--- config.mk ---
export PLATFORM = sky130hd
export DESIGN_NAME = scope_ui_top
export DESIGN_NICKNAME = d
export VERILOG_FILES = /design/src/scope_cfg_pkg.sv /design/src/scope_ui_pkg.sv /design/src/chart_drag.sv /design/src/scope_ui_top.sv /design/src/setting_adjust.sv
export SDC_FILE = /design/constraint.sdc
export NUM_CORES = 1
export LEC_CHECK = 0
export BUFFER_PORTS_ARGS = -buffer_cell sky130_fd_sc_hd__buf_2
export CAP_MARGIN = 20
export CORE_UTILIZATION = 56
export DETAILED_ROUTE_END_ITERATION = 12
export PLACE_DENSITY = 0.77
export SKIP_CTS_REPAIR_TIMING = 1
export SYNTH_ARGS = -nofsm -noshare
export SYNTH_HDL_FRONTEND = slang
export SYNTH_HIERARCHICAL = 1
export SYNTH_SLANG_ARGS = --single-unit
export TNS_END_PERCENT = 1
--- constraint.sdc ---
create_clock -name clk -period 2.6 [get_ports clk]
set_input_delay 0.13 -clock clk [delete_from_list [all_inputs] [get_ports clk]]
set_output_delay 0.13 -clock clk [all_outputs]
set_load 0.02 [all_outputs]
--- src/scope_cfg_pkg.sv ---
package scope_cfg_pkg;

    ////////////////////////////////////////////////////////////////////////////
    // Scope settings
    ////////////////////////////////////////////////////////////////////////////

    typedef struct packed {
        logic [11:0] trig_level;
        logic [11:0] adc_rate;
        logic [11:0] trig_div;
    } scope_settings_t;

    localparam scope_settings_t SETTINGS_RESET = '{
        trig_level: 12'd3071,
        adc_rate:   12'd31,
        trig_div:   12'd3
    };

    // Saturation limits
    localparam logic [11:0] TRIG_MIN = 12'd2055;
    localparam logic [11:0] TRIG_MAX = 12'd4000;
    localparam logic [11:0] ADC_MIN  = 12'd13;
    localparam logic [11:0] ADC_MAX  = 12'd4095;
    localparam logic [11:0] DIV_MIN  = 12'd0;
    localparam logic [11:0] DIV_MAX  = 12'd4095;

    ////////////////////////////////////////////////////////////////////////////
    // Click zones along x
    ////////////////////////////////////////////////////////////////////////////

    // Divider below DIV_END, trigger up to TRIG_END, ADC rate up to ADC_END
    // All bounds are exclusive
    localparam logic [11:0] ZONE_DIV_END  = 12'd100;
    localparam logic [11:0] ZONE_TRIG_END = 12'd500;
    localparam logic [11:0] ZONE_ADC_END  = 12'd1000;

endpackage

--- src/scope_ui_pkg.sv ---
package scope_ui_pkg;

    ////////////////////////////////////////////////////////////////////////////
    // Pointer input
    ////////////////////////////////////////////////////////////////////////////

    // Position in screen pixels and the three button levels
    typedef struct packed {
        logic [11:0] xpos;
        logic [11:0] ypos;
        logic        left;
        logic        right;
        logic        middle;
    } mouse_t;

    ////////////////////////////////////////////////////////////////////////////
    // Chart pan
    ////////////////////////////////////////////////////////////////////////////

    // Magnitude per axis, sign set when anchor >= pointer
    typedef struct packed {
        logic [10:0] dx;
        logic [10:0] dy;
        logic        minus_x;
        logic        minus_y;
    } chart_pan_t;

    // Chart window, inclusive on every edge
    localparam int CHART_X0 = 150;
    localparam int CHART_W  = 800;
    localparam int CHART_Y0 = 100;
    localparam int CHART_H  = 400;

endpackage

--- src/chart_drag.sv ---
`timescale 1ns/1ps

module chart_drag
    import scope_ui_pkg::*;
(
    input  logic       clk,
    input  logic       rst,
    input  mouse_t     mouse,
    output chart_pan_t pan
);

    logic [11:0] anchor_x;
    logic [11:0] anchor_y;
    logic [11:0] anchor_x_nxt;
    logic [11:0] anchor_y_nxt;
    chart_pan_t  pan_nxt;
    logic        in_chart;
    logic        ge_x;
    logic        ge_y;
    logic [11:0] dist_x;
    logic [11:0] dist_y;

    ////////////////////////////////////////////////////////////////////////////
    // Window test and distance from anchor
    ////////////////////////////////////////////////////////////////////////////

    assign in_chart = (int'(mouse.xpos) >= CHART_X0)
                   && (int'(mouse.xpos) <= CHART_X0 + CHART_W)
                   && (int'(mouse.ypos) >= CHART_Y0)
                   && (int'(mouse.ypos) <= CHART_Y0 + CHART_H);

    assign ge_x   = (anchor_x >= mouse.xpos);
    assign ge_y   = (anchor_y >= mouse.ypos);
    assign dist_x = ge_x ? (anchor_x - mouse.xpos) : (mouse.xpos - anchor_x);
    assign dist_y = ge_y ? (anchor_y - mouse.ypos) : (mouse.ypos - anchor_y);

    always_comb begin
        anchor_x_nxt = anchor_x;
        anchor_y_nxt = anchor_y;
        pan_nxt      = pan;
        if (!in_chart) begin
            // Anchor follows the pointer until it enters the chart
            anchor_x_nxt = mouse.xpos;
            anchor_y_nxt = mouse.ypos;
        end else if (mouse.left) begin
            pan_nxt.dx      = dist_x[10:0];
            pan_nxt.dy      = dist_y[10:0];
            pan_nxt.minus_x = ge_x;
            pan_nxt.minus_y = ge_y;
        end
    end

    ////////////////////////////////////////////////////////////////////////////
    // Registers
    ////////////////////////////////////////////////////////////////////////////

    always_ff @(posedge clk) begin
        if (rst) begin
            anchor_x <= '0;
            anchor_y <= '0;
            pan      <= '0;
        end else begin
            anchor_x <= anchor_x_nxt;
            anchor_y <= anchor_y_nxt;
            pan      <= pan_nxt;
        end
    end

endmodule

--- src/scope_ui_top.sv ---
`timescale 1ns/1ps

module scope_ui_top
    import scope_ui_pkg::*;
    import scope_cfg_pkg::*;
#(
    parameter int HOLD_CYCLES = 100000
) (
    input  logic            clk,
    input  logic            rst,
    input  mouse_t          mouse,
    output chart_pan_t      pan,
    output scope_settings_t settings
);

    ////////////////////////////////////////////////////////////////////////////
    // Chart drag
    ////////////////////////////////////////////////////////////////////////////

    // Left drag inside the chart window pans the trace
    chart_drag u_chart_drag (
        .clk   (clk),
        .rst   (rst),
        .mouse (mouse),
        .pan   (pan)
    );

    ////////////////////////////////////////////////////////////////////////////
    // Setting clicks
    ////////////////////////////////////////////////////////////////////////////

    // Trigger level, ADC rate and trigger divider
    setting_adjust #(
        .HOLD_CYCLES (HOLD_CYCLES)
    ) u_setting_adjust (
        .clk      (clk),
        .rst      (rst),
        .mouse    (mouse),
        .settings (settings)
    );

endmodule

--- src/setting_adjust.sv ---
`timescale 1ns/1ps

module setting_adjust
    import scope_ui_pkg::*;
    import scope_cfg_pkg::*;
#(
    parameter int HOLD_CYCLES = 100000
) (
    input  logic            clk,
    input  logic            rst,
    input  mouse_t          mouse,
    output scope_settings_t settings
);

    localparam int CNT_W = (HOLD_CYCLES > 0) ? $clog2(HOLD_CYCLES + 1) : 1;

    typedef enum logic {
        ST_IDLE,
        ST_HOLD
    } state_t;

    state_t          state;
    state_t          state_nxt;
    logic [CNT_W-1:0] hold_cnt;
    logic [CNT_W-1:0] hold_cnt_nxt;
    scope_settings_t settings_nxt;

    logic in_adc;
    logic in_trig;
    logic in_div;
    logic any_btn;
    logic up;

    // Step by one toward the limit, stay put once there
    function automatic logic [11:0] sat_step(
        input logic [11:0] val,
        input logic        inc,
        input logic [11:0] lo,
        input logic [11:0] hi
    );
        logic [11:0] res;
        if (inc) begin
            res = (val >= hi) ? hi : val + 12'd1;
        end else begin
            res = (val <= lo) ? lo : val - 12'd1;
        end
        return res;
    endfunction

    ////////////////////////////////////////////////////////////////////////////
    // Zone and button decode
    ////////////////////////////////////////////////////////////////////////////

    assign in_adc  = mouse.middle && (mouse.xpos > ZONE_TRIG_END)
                                  && (mouse.xpos < ZONE_ADC_END);
    assign in_trig = mouse.middle && (mouse.xpos > ZONE_DIV_END)
                                  && (mouse.xpos < ZONE_TRIG_END);
    // No middle button needed here
    assign in_div  = (mouse.xpos < ZONE_DIV_END);

    assign any_btn = mouse.right || mouse.left;
    // Right wins when both are down
    assign up      = mouse.right;

    ////////////////////////////////////////////////////////////////////////////
    // Click acceptance and hold-off
    ////////////////////////////////////////////////////////////////////////////

    always_comb begin
        state_nxt    = state;
        hold_cnt_nxt = hold_cnt;
        settings_nxt = settings;
        case (state)
            ST_IDLE: begin
                if (any_btn && in_adc) begin
                    settings_nxt.adc_rate = sat_step(settings.adc_rate, up,
                                                     ADC_MIN, ADC_MAX);
                    state_nxt = ST_HOLD;
                end else if (any_btn && in_trig) begin
                    settings_nxt.trig_level = sat_step(settings.trig_level, up,
                                                       TRIG_MIN, TRIG_MAX);
                    state_nxt = ST_HOLD;
                end else if (any_btn && in_div) begin
                    settings_nxt.trig_div = sat_step(settings.trig_div, up,
                                                     DIV_MIN, DIV_MAX);
                    state_nxt = ST_HOLD;
                end
            end
            ST_HOLD: begin
                // HOLD_CYCLES + 1 clocks here, buttons ignored
                if (hold_cnt == CNT_W'(HOLD_CYCLES)) begin
                    hold_cnt_nxt = '0;
                    state_nxt    = ST_IDLE;
                end else begin
                    hold_cnt_nxt = hold_cnt + 1'b1;
                end
            end
            default: begin
                hold_cnt_nxt = '0;
                state_nxt    = ST_IDLE;
            end
        endcase
    end

    always_ff @(posedge clk) begin
        if (rst) begin
            state    <= ST_IDLE;
            hold_cnt <= '0;
            settings <= SETTINGS_RESET;
        end else begin
            state    <= state_nxt;
            hold_cnt <= hold_cnt_nxt;
            settings <= settings_nxt;
        end
    end

endmodule

Word level (Yosys, flattened, before mapping) --
Index checks and enable logic that the tools add are counted. Widths: inputs -> output; s select.
Storage, ports and cells: bits in registers 102, bits of input ports 29, output and inout port bits 60, logic and storage cells 75
Cells by class: add/sub/neg operators 11, order comparisons 17, eq/ne operators 1, multiplexer cells 17, bitwise gates (word level) 3, reduce and logical (&&, ||, !) cells 15
Operators by type and width (number):
- $mux 12 | 9
- $sub 11x11->11 | 4
- $add 12x1->12 const B | 3
- $ge 12x12->1 const B | 3
- $sub 12x1->12 const B | 3
- $ge 12x12->1 | 2
- $mux 11 | 2
- $add 17x1->17 const B | 1
- $eq 17x17->1 const B | 1
- $mux 17 | 1
- $ge 12x7->1 const B | 1
- $ge 12x8->1 const B | 1
- $gt 12x7->1 const B | 1
- $gt 12x9->1 const B | 1
- $le 12x1->1 const B | 1
- $le 12x10->1 const B | 1
- $le 12x12->1 const B | 1
- $le 12x4->1 const B | 1
- $le 12x9->1 const B | 1
- $lt 12x10->1 const B | 1
- $lt 12x7->1 const B | 1
- $lt 12x9->1 const B | 1
- $logic_and 1x1->1 | 10
- $mux 1 | 4
- other kinds (6) | 9

Depth between registers and ports, before layout --
Gate-level depths: netlist of the first run.
depth after elaboration 7, depth in mapped cells 11, depth with buffers taken out 10

By module --
The synthesis of the first run kept the hierarchy.
Modules (own cells, without submodules):
- setting_adjust | times used 1, cells each 551, area an instance 4013.8 µm², seq. area each 1081.0 µm²
- chart_drag | times used 1, cells each 472, area an instance 3754.9 µm², seq. area each 960.9 µm²

Worst setup path before layout of the first run --
Ideal clock, no wire load.
path type reg-to-reg, from register u_setting_adjust/settings[12] (netlist name), to register u_setting_adjust/settings[14] (netlist name), setup time 120 ps, arrival time 2289 ps, data required time 2480 ps, setup slack 191 ps, cell stages (with the launch flop) 9, path buffers 1, clock period less this slack 2409 ps, path through dfxtp_1 > inv_1 > ha_1 > nor4bb_1 > o41ai_2 > buf_2 > o32ai_1 > nand2_1 > a211o_1
On the way: longest elaborated chain between the ends 3, elaborated cells between the ends (all ways) 7, those cells by class add/sub: 2; order compare: 2; mux: 3
RTL lines:
- $sub 12x1->12, or another cell as far along | line setting_adjust.sv:45 | res = (val <= lo) ? lo : val - 12'd1;
- $mux 12, on equally long branches | line setting_adjust.sv:45, setting_adjust.sv:43
- $mux 12 (*) | line setting_adjust.sv:42 | if (inc) begin
Mark *: on every way between the ends. The rest lies on a longest branch, timed or not. A chain may end at the register's enable or synchronous reset.

Worst setup path in the final report of the first run --
from register u_chart_drag.anchor_x[0], to register u_chart_drag/pan[18] (netlist name)
On the way: longest elaborated chain between the ends 2, elaborated cells between the ends (all ways) 4, those cells by class add/sub: 2; order compare: 1; mux: 1
RTL lines:
- start, declared | line chart_drag.sv:12 | logic [11:0] anchor_x;
- start signal, assigned | line chart_drag.sv:63 | anchor_x <= anchor_x_nxt;
- $sub 11x11->11 or $ge 12x12->1 (tied branches) | line chart_drag.sv:34, chart_drag.sv:32
- $mux 11 (*) | line chart_drag.sv:34 | assign dist_x = ge_x ? (anchor_x - mouse.xpos) : (mouse.xpos - anchor_x);
Marked as above.

==> results of run 1 <==
==> layer usage <==
metal / vias up / global-route usage (%)
li1: 3870 / -
met1: 3734 / 41.4
met2: 335 / 44.3
met3: 38 / 3.85
met4: 0 / 10.7
met5: - / 0
==> synth_stat cells (9+ instances only) <==
| library cell | count | area share (%) |
|---|---|---|
| buf_2 | 13 | 0.84 |
| xor2_1 | 18 | 2.0 |
| clkbuf_1 | 51 | 2.5 |
| nand3_1 | 26 | 1.7 |
| nand2b_1 | 9 | 0.72 |
| mux2i_1 | 25 | 3.2 |
| dfxtp_1 | 102 | 26 |
| inv_1 | 75 | 3.6 |
| o21ai_0 | 69 | 4.4 |
| a21oi_1 | 111 | 7.2 |
| a221oi_1 | 10 | 1.1 |
| nor4_1 | 12 | 0.97 |
| and3_1 | 10 | 0.81 |
| nor2_1 | 93 | 4.5 |
| nand2_1 | 58 | 2.8 |
| xnor2_1 | 19 | 2.1 |
| nand4_1 | 19 | 1.5 |
| a211oi_1 | 10 | 0.97 |
| a21o_1 | 23 | 2.2 |
| a31oi_1 | 22 | 1.8 |
| ha_1 | 53 | 8.5 |
| and4_1 | 11 | 1.2 |
| nor3_1 | 36 | 2.3 |
==> worst paths after layout <==
check                                from  depth (start not counted)  slack [ps]                      endpoint
min                             mouse[25]                          3          50     u_chart_drag/anchor_x[10]
min reg2reg  u_setting_adjust/settings[1]                          2         490  u_setting_adjust/settings[1]
max reg2reg      u_chart_drag/anchor_x[0]                         11         170          u_chart_drag/pan[18]
max              u_chart_drag/anchor_x[0]                         11         170          u_chart_drag/pan[18]
==> final cells by class <==
cell class / count / share of cell area, %
Tap cell: 176 / 2.52
Sequential cell: 102 / 23.3
Inverter: 76 / 3.26
Clock buffer: 9 / 2.57
Multi-Input combinational cell: 775 / 58.6
Clock inverter: 7 / 1.09
Timing Repair Buffer: 128 / 8.60
==> flip-flops by register name, summed over array words and instances, names as in the netlist <==
signal	flops
u_chart_drag/anchor_y	12
u_chart_drag/anchor_x	12
u_setting_adjust/state	1
u_chart_drag/pan	24
u_setting_adjust/hold_cnt	17
u_setting_adjust/settings	36
==> power by group through the flow <==
| stage | logic [mW] | registers, mW | clock network [mW] |
|---|---|---|---|
| 2_1_floorplan | 0.579 | 1.67 | 0 |
| 3_3_place_gp | 0.787 | 1.66 | 0 |
| 3_5_place_dp | 0.793 | 1.67 | 0 |
| 4_1_cts | 0.802 | 1.63 | 1.50 |
| 5_1_grt | 0.904 | 1.63 | 1.56 |
| 6_report | 0.818 | 1.63 | 1.48 |
==> tightest hold or removal path: stages <==
cell     delay [ps]
buf_2           130
a21oi_1          50
nor2_1           70
==> kinds of logic (layout without fill, tap and decap cells) <==
| family | count (synthesis) | count (layout) | share of synthesized area (%) |
|---|---|---|---|
| compound gates | 339 | 339 | 28.1 |
| simple gates | 316 | 316 | 20.8 |
| buf+inv | 146 | 220 | 7.75 |
| flops | 102 | 102 | 26.3 |
| fa+ha+maj | 57 | 57 | 9.57 |
| xor+xnor | 37 | 37 | 4.17 |
| mux | 26 | 26 | 3.37 |
==> run_results.csv, run 1 <==
group,metric,value,unit
outcome,run_status,"finished, final reports clean",
die,num_rows,42,
detailed_routing,via_count,7977,
worst_setup_path,arrival,2660,ps
sta,post-route-min-period,2430,ps
sta,setup_viol,0,
clock_network,htreeDepth,3,
detailed_routing,top_layer,"met4",
die,die-area,14300,um^2
sta,rsz0062_at_grt,"false",
layout,nets,1178,
worst_setup_path,crit_buf_inv,2,
logic_synthesis,synth-warning-count,6,
logic_synthesis,syn_nets,1109,
logic_synthesis,async_flop_share,0,%
die,pin_count,89,
die,die_h,120,um
detailed_routing,drt_iter0_drc,747,
die,die_w,120,um
placed_design,place_inst,1257,
power,p_comb_share,20.8,%
placed_design,routabilityCongestion,0.960,
worst_setup_path,critPathKind,"reg2reg",
worst_setup_path,start_kind,"flip-flop",
sta,layout_setup_ws,171,ps
sta,setup_tns,0,ps
flow_run,maxCapViolations,0,
clock_network,cts_num_sinks,102,
layout,multi_input_area,5130,um^2
layout,final_cell_mix,"111 x a21oi_1, 102 x dfxtp_1, 93 x nor2_1",
placed_design,io_buffers,88,
clock_network,clk_pin_slew,70,ps
global_routing,antenna_found_initial,0,
worst_setup_path,critical_path.slowest_cell,"fa_1",
detailed_routing,met3_length,1.43,mm
layout,final_common_cell,"a21oi_1",
logic_synthesis,synth_flop_cell,"dfxtp_1",
logic_synthesis,ys_ff_latch,102,
detailed_routing,antenna_left,0,
logic_synthesis,syn_inst,1023,
sta,holdWs,52.6,ps
power,power,3.92,mW
global_routing,track_usage,29.0,%
layout,drive_gt1_share,14.8,%
die,coreArea,13400,um^2
logic_synthesis,synth_edf_count,0,
placed_design,placed_area,8430,um^2
power,switching_share,29.4,%
worst_setup_path,required,2830,ps
layout,final_util,65.3,%
worst_hold_path,hp-class,"in2reg",
power,p_seq_share,41.5,%
placed_design,post-dp-hpwl,14.7,mm
worst_setup_path,max_stage_delay,400,ps
power,internal_power,2.77,mW
detailed_routing,routedWlPerCell,16.2,um
worst_setup_path,cp_max_fo,5,
clock_network,root_buffer,"clkbuf_16",
worst_setup_path,cp-end-kind,"flip-flop",
sta,drv_slew,0,
detailed_routing,vias_per_cell,6.27,
power,power_switching,1.15,mW
power,leakage,3.81,nW
layout,area_growth,12.7,%
detailed_routing,drt_wl_total,20.7,mm
sta,maxSlewHeadroom,54.5,%
logic_synthesis,syn_avg_cell_area,7.59,um^2
sta,worstMarginPinSlew,683,ps
detailed_routing,wl_met1,9.67,mm
worst_setup_path,path_cells,"inv_1, ha_1, fa_1, nor2b_1, o21ai_1, a31oi_1, a2111o_1, buf_4, mux2i_1, xor2_1, a21oi_1",
global_routing,grt_pass1_vias,7199,
die,initial_utilization,58.0,%
global_routing,grt_pass1_wl,34.3,mm
logic_synthesis,yosysUniqueCellTypes,76,
layout,n_antenna_cell,0,
layout,fin_area,8750,um^2
layout,fillCellCount,1207,
clock_network,clock_path_buffers,2,
detailed_routing,wl_met2,9.20,mm
detailed_routing,remaining_drc_errors,0,
clock_network,insertion_delay,350,ps
global_routing,grt-ovfl-total,0,
sta,finalHoldViolCount,0,
layout,final_cells,1273,
logic_synthesis,syn_area,7770,um^2
sta,min_period_over_period,93.4,%
clock_network,cts_buffers,9,
sta,max_freq,0.412,GHz
sta,clock_skew,10.1,ps
layout,regArea,2040,um^2
power,irDropWorstVdd,0.000354,V
placed_design,post-place-ws,156,ps
worst_setup_path,crit_family,"adder cells",
power,clkPwrFrac,37.6,%
detailed_routing,dr.pass1.iters,8,
logic_synthesis,ys_seq_area_share,26.3,%
global_routing,grt_max_degree,47,
power,powerDensity,448,nW/um^2
clock_network,cts_tree,"yes",
Note: power is estimated with default switching activity, not from simulation.
==> run 2, diff against run 1 <==
- CORE_UTILIZATION: 56 -> 60
- PLACE_DENSITY: 0.77 -> 0.82
- SYNTH_HIERARCHICAL: 1 -> not set
==> run 2 against run 1 <==
  * Area after synthesis decreased by 1.5%
  * Final cell count decreased by 0.24%
  * Flip-flop and latch count unchanged
  * Combinational power increased by 6.4%
  * Critical path type unchanged
  * Highest routed layer is now met5
  * Final area decreased by 1.7%
  * Count of clock-buffer cells in the layout increased by 2
==> run_results.csv, run 2 <==
group,metric,value,unit
layout,reg_top3,"u_setting_adjust.settings (36), u_chart_drag.pan (24), u_setting_adjust.hold_cnt (17)",
layout,largest_register_ffs,36,
sta,min_period_over_period,97.7,%
detailed_routing,routedWlPerCell,16.1,um
placed_design,placed_area,8310,um^2
layout,multi_input_area,5060,um^2
sta,setup_viol,0,
logic_synthesis,synth_most_common_cell,"nand2_1",
sta,worstMarginPinSlew,691,ps
logic_synthesis,yosysTopAreaCell,"dfxtp_1",
placed_design,post-dp-hpwl,15.1,mm
worst_setup_path,max_stage_delay,420,ps
global_routing,grt-ovfl-total,0,
worst_setup_path,critPathKind,"reg2reg",
layout,fin_area,8600,um^2
logic_synthesis,synth_compound_area_share,27.9,%
clock_network,htreeDepth,3,
logic_synthesis,synthAdderAreaFrac,9.72,%
placed_design,io_buffers,88,
clock_network,clock_path_buffers,2,
power,irDropWorstVdd,0.000364,V
sta,clock_skew,7.06,ps
global_routing,grt_max_degree,50,
worst_setup_path,crit_family,"simple AND/OR/NAND/NOR gates",
logic_synthesis,synth_flop_cell,"dfxtp_1",
flow_run,maxCapViolations,0,
logic_synthesis,synth_area_leaders,"dfxtp_1 27%, ha_1 8.7%, a21oi_1 6.1%",
sta,post-route-min-period,2540,ps
logic_synthesis,syn_area,7650,um^2
detailed_routing,dr.pass1.iters,6,
outcome,run_status,"finished, final reports clean",
worst_setup_path,cp-end-kind,"flip-flop",
detailed_routing,remaining_drc_errors,0,
worst_hold_path,hp-class,"in2reg",
worst_setup_path,path_cells,"inv_1, ha_1, fa_1, nand3b_1, a311oi_2, a211oi_2, buf_6, o21a_1, or4_1, nand3_1",
logic_synthesis,synth_edf_count,0,
die,pin_count,89,
logic_synthesis,yosys.area.top_type_share,26.7,%
layout,largest-register,"u_setting_adjust.settings",
worst_setup_path,arrival,2830,ps
logic_synthesis,syn_nets,1112,
logic_synthesis,yosys.area_share.simple,22.6,%
global_routing,track_usage,31.3,%
placed_design,routabilityCongestion,0.938,
die,num_rows,40,
detailed_routing,drt_iter0_drc,706,
logic_synthesis,syn_inst,1026,
layout,regArea,2040,um^2
worst_setup_path,r2r_slack,60,ps
global_routing,grt_pass1_wl,33.7,mm
clock_network,cts_buffers,9,
detailed_routing,drt_wl_total,20.4,mm
die,coreArea,12200,um^2
logic_synthesis,synth_top_family_by_area,"compound AO/OA/AOI/OAI gates",
clock_network,insertion_delay,350,ps
worst_setup_path,critical_path.slowest_cell,"or4_1",
sta,setup_tns,0,ps
detailed_routing,vias_per_cell,6.24,
die,die-area,13200,um^2
logic_synthesis,synth_mux_area_share,1.98,%
worst_setup_path,start_kind,"flip-flop",
logic_synthesis,ys_ff_latch,102,
layout,fillCellCount,1063,
layout,drive_gt1_share,16.4,%
logic_synthesis,ys_top_cells_by_count,"109 x nand2_1, 102 x dfxtp_1, 95 x nor2_1",
layout,final_cell_mix,"109 x nand2_1, 102 x dfxtp_1, 95 x nor2_1",
clock_network,cts_tree,"yes",
worst_setup_path,required,2890,ps
logic_synthesis,ys_seq_area_share,26.7,%
layout,n_antenna_cell,0,
logic_synthesis,yosysUniqueCellTypes,74,
power,leakage,3.57,nW
logic_synthesis,async_flop_share,0,%
detailed_routing,via_count,7920,
clock_network,cts_num_sinks,102,
sta,max_freq,0.394,GHz
clock_network,clk_pin_slew,70,ps
logic_synthesis,syn_avg_cell_area,7.46,um^2
worst_setup_path,cp_max_fo,18,
sta,maxSlewHeadroom,53.9,%
sta,finalHoldViolCount,0,
layout,nets,1184,
die,die_h,115,um
logic_synthesis,synth-warning-count,0,
layout,area_growth,12.5,%
layout,final_common_cell,"nand2_1",
worst_setup_path,crit_buf_inv,2,
logic_synthesis,synth_xor_area_share,3.78,%
detailed_routing,antenna_left,0,
sta,rsz0062_at_grt,"false",
global_routing,antenna_found_initial,1,
die,die_w,115,um
clock_network,root_buffer,"clkbuf_16",
die,initial_utilization,62.6,%
power,powerDensity,439,nW/um^2
global_routing,grt_pass1_vias,7100,
sta,drv_slew,0,
-- run 2: changes by cell type after synthesis, moves of 7 or more --
cell	change
a21oi_1	-18
and4_1	-10
o22ai_1	+9
a211oi_2	+14
mux2i_1	-11
a221o_1	+7
nand3_1	+8
a21o_1	-15
nand2_1	+51
buf_2	-7
a31oi_1	-10
-- run 2: through the flow --
step | util [%] | hold WS [ps] | power (mW) | worst slack (ps) | cells
3_5_place_dp | 68.1 | 416 | 2.52 | 75.9 | 1255
5_1_grt | 70.5 | 63.0 | 3.96 | 0.496 | 1270
3_3_place_gp | 68.1 | 411 | 2.51 | 174 | 1255
4_1_cts | 70.3 | 56.7 | 3.78 | 67.8 | 1270
2_1_floorplan | - | 247 | 2.28 | 85.4 | 1026
6_report | 70.5 | 60.9 | 3.78 | 60.9 | 1270
-- run 2: report_power, final --
part	total, mW	internal, mW	switching (mW)
sequential	1.65	1.60	0.0448
clock	1.27	0.676	0.591
combinational	0.870	0.333	0.537
total	3.78	2.61	1.17
-- run 2: worst paths after layout --
kind	from	end	depth (start not counted)
worst max-delay path	u_chart_drag.anchor_y[0]	u_chart_drag.pan[9]	10
worst max register to register	u_chart_drag.anchor_y[0]	u_chart_drag.pan[9]	10
worst min-delay path	mouse[13]	u_chart_drag.anchor_y[10]	3
worst min register to register	u_chart_drag.pan[14]	u_chart_drag.pan[14]	2
-- run 2: layout make-up --
class                           count  share of cell area (%)
Clock buffer                       11                    2.82
Tap cell                          168                    2.44
Timing Repair Buffer              127                    8.56
Multi-Input combinational cell    785                    58.9
Clock inverter                      4                   0.393
Inverter                           73                    3.18
Sequential cell                   102                    23.7
-- run 2: logic make-up (layout without fill, tap and decap cells) --
logic type                 Yosys count  in the layout
muxes                               15             15
AOI/OAI and AO/OA                  319            319
xor gates and xnor gates            33             33
buffers and inverters              139            215
DFF                                102            102
and+or+nand+nor                    361            361
adders and majority gates           57             57
-- run 2: metal layers --
layer / share of wire (%) / track usage [%] / vias up
met5: 0.054 / 0 / -
met4: 1.8 / 11.7 / 2
met3: 7.4 / 4.22 / 32
met2: 47 / 51.8 / 366
met1: 44 / 41.6 / 3680
li1: - / - / 3840
-- run 2: worst min-delay path: stages --
cell     delay, ps
buf_2          120
a21oi_1         50
nor2_1          70
==> run 3, diff against run 2 <==
- RECOVER_POWER: not set -> 25
==> run 3 against run 2 <==
  * Routed wire length down 0.21%
  * Worst setup slack worse by 3.9 ps
  * Global-route usage unchanged
  * Sequential share of layout area up 0.14 points
  * Critical path type unchanged
  * Largest cell class unchanged
  * Largest power group unchanged
==> run_results.csv, run 3 (synthesis gave the netlist of run 2 again) <==
group,metric,value,unit
outcome,run_status,"finished, final reports clean",
layout,area_growth,11.8,%
power,irDropWorstVdd,0.000364,V
clock_network,cts_num_sinks,102,
sta,clock_skew,3.72,ps
layout,drive_gt1_share,12.8,%
die,initial_utilization,62.6,%
worst_setup_path,cp-end-kind,"flip-flop",
global_routing,antenna_found_initial,1,
sta,maxSlewHeadroom,53.8,%
clock_network,root_buffer,"clkbuf_16",
worst_setup_path,crit_end,"u_chart_drag.pan[9]",
detailed_routing,drt_iter0_drc,677,
global_routing,grt_pass1_vias,7100,
layout,fillCellCount,1087,
worst_setup_path,reg2reg_to,"u_chart_drag.pan[9]",
layout,largest-register,"u_setting_adjust.settings",
clock_network,clk_pin_slew,70,ps
placed_design,post-dp-hpwl,15.1,mm
sta,setup_tns,0,ps
worst_setup_path,start_kind,"flip-flop",
clock_network,clock_path_buffers,2,
sta,post-route-min-period,2540,ps
die,die_h,115,um
global_routing,grt_max_degree,50,
detailed_routing,remaining_drc_errors,0,
power,powerDensity,442,nW/um^2
die,num_rows,40,
clock_network,insertion_delay,350,ps
detailed_routing,vias_per_cell,6.23,
global_routing,track_usage,31.3,%
die,coreArea,12200,um^2
layout,nets,1184,
sta,max_freq,0.393,GHz
die,pin_count,89,
sta,finalHoldViolCount,0,
clock_network,cts_buffers,9,
sta,worstMarginPinSlew,692,ps
worst_setup_path,arrival,2830,ps
detailed_routing,routedWlPerCell,16.1,um
detailed_routing,via_count,7910,
sta,min_period_over_period,97.8,%
sta,drv_slew,0,
placed_design,io_buffers,88,
layout,final_common_cell,"nand2_1",
die,die-area,13200,um^2
layout,n_antenna_cell,0,
layout,largest_register_ffs,36,
global_routing,grt-ovfl-total,0,
die,die_w,115,um
sta,setup_viol,0,
worst_setup_path,r2r_slack,60,ps
global_routing,grt_pass1_wl,33.7,mm
layout,reg_top3,"u_setting_adjust.settings (36), u_chart_drag.pan (24), u_setting_adjust.hold_cnt (17)",
worst_setup_path,worstRegToRegCells,10,
clock_network,cts_tree,"yes",
layout,final_cell_mix,"109 x nand2_1, 102 x dfxtp_1, 95 x nor2_1",
worst_setup_path,critPathKind,"reg2reg",
flow_run,maxCapViolations,0,
worst_hold_path,hp-class,"in2reg",
placed_design,routabilityCongestion,0.938,
worst_setup_path,startpoint,"u_chart_drag.anchor_y[0]",
worst_setup_path,required,2890,ps
detailed_routing,antenna_left,0,
sta,rsz0062_at_grt,"false",
detailed_routing,dr.pass1.iters,6,
worst_hold_path,worstHoldPathCells,3,
clock_network,htreeDepth,3,
worst_setup_path,reg2reg_from,"u_chart_drag.anchor_y[0]",
power,leakage,3.42,nW
power,power,3.78,mW
worst_setup_path,cp_max_fo,18,
detailed_routing,drt_wl_total,20.4,mm
run 3: cell type report:
| cell class | count | area, um^2 | area share, % |
|---|---|---|---|
| clock buffer | 11 | 243 | 2.84 |
| clock inverter | 4 | 33.8 | 0.395 |
| inverter | 73 | 274 | 3.20 |
| multi-input combinational | 785 | 5060 | 59.2 |
| sequential | 102 | 2040 | 23.9 |
| tap | 168 | 210 | 2.46 |
| timing repair buffer | 127 | 687 | 8.03 |
run 3: report_power, final:
| part | total (mW) | internal, mW | switching (mW) | leakage (nW) |
|---|---|---|---|---|
| combinational | 0.867 | 0.331 | 0.536 | 2.45 |
| clock | 1.27 | 0.676 | 0.590 | 0.132 |
| sequential | 1.65 | 1.60 | 0.0445 | 0.830 |
run 3: worst min path at each step:
stage | start | end | slack [ps]
floorplan | mouse[25] | u_chart_drag.anchor_x[10] | 250
global placement | mouse[13] | u_chart_drag.anchor_y[10] | 410
detailed placement | mouse[13] | u_chart_drag.anchor_y[10] | 420
CTS | mouse[13] | u_chart_drag.anchor_y[10] | 60
global route | mouse[13] | u_chart_drag.anchor_y[10] | 60
finish | mouse[13] | u_chart_drag.anchor_y[10] | 60
run 3: layer usage:
layer	part of all wire [%]	wire length [um]	global-route usage [%]
met1	44	8910	41.6
met5	0.054	11	0
met3	7.5	1530	4.22
met4	2.1	425	11.7
met2	47	9520	51.8
run 3: critical path, cell delays in order, from the launching register on:
cell,delay (ps)
dfxtp_1,350
inv_1,50
ha_1,190
fa_1,380
nand3b_1,210
a311oi_2,320
a211oi_2,80
buf_6,180
o21a_1,200
or4_1,430
nand3_1,90
run 3: metrics by stage:
step	instance area (um^2)	cells	setup WS (ps)	util [%]	hold slack (ps)
finish	8550	1270	57.0	70.1	60.8
global route	8550	1270	0.496	70.1	63.0
CTS	8590	1270	67.8	70.3	56.7
detailed placement	8310	1255	75.9	68.1	416
global placement	8310	1255	174	68.1	411
floorplan	7650	1026	85.4	-	247
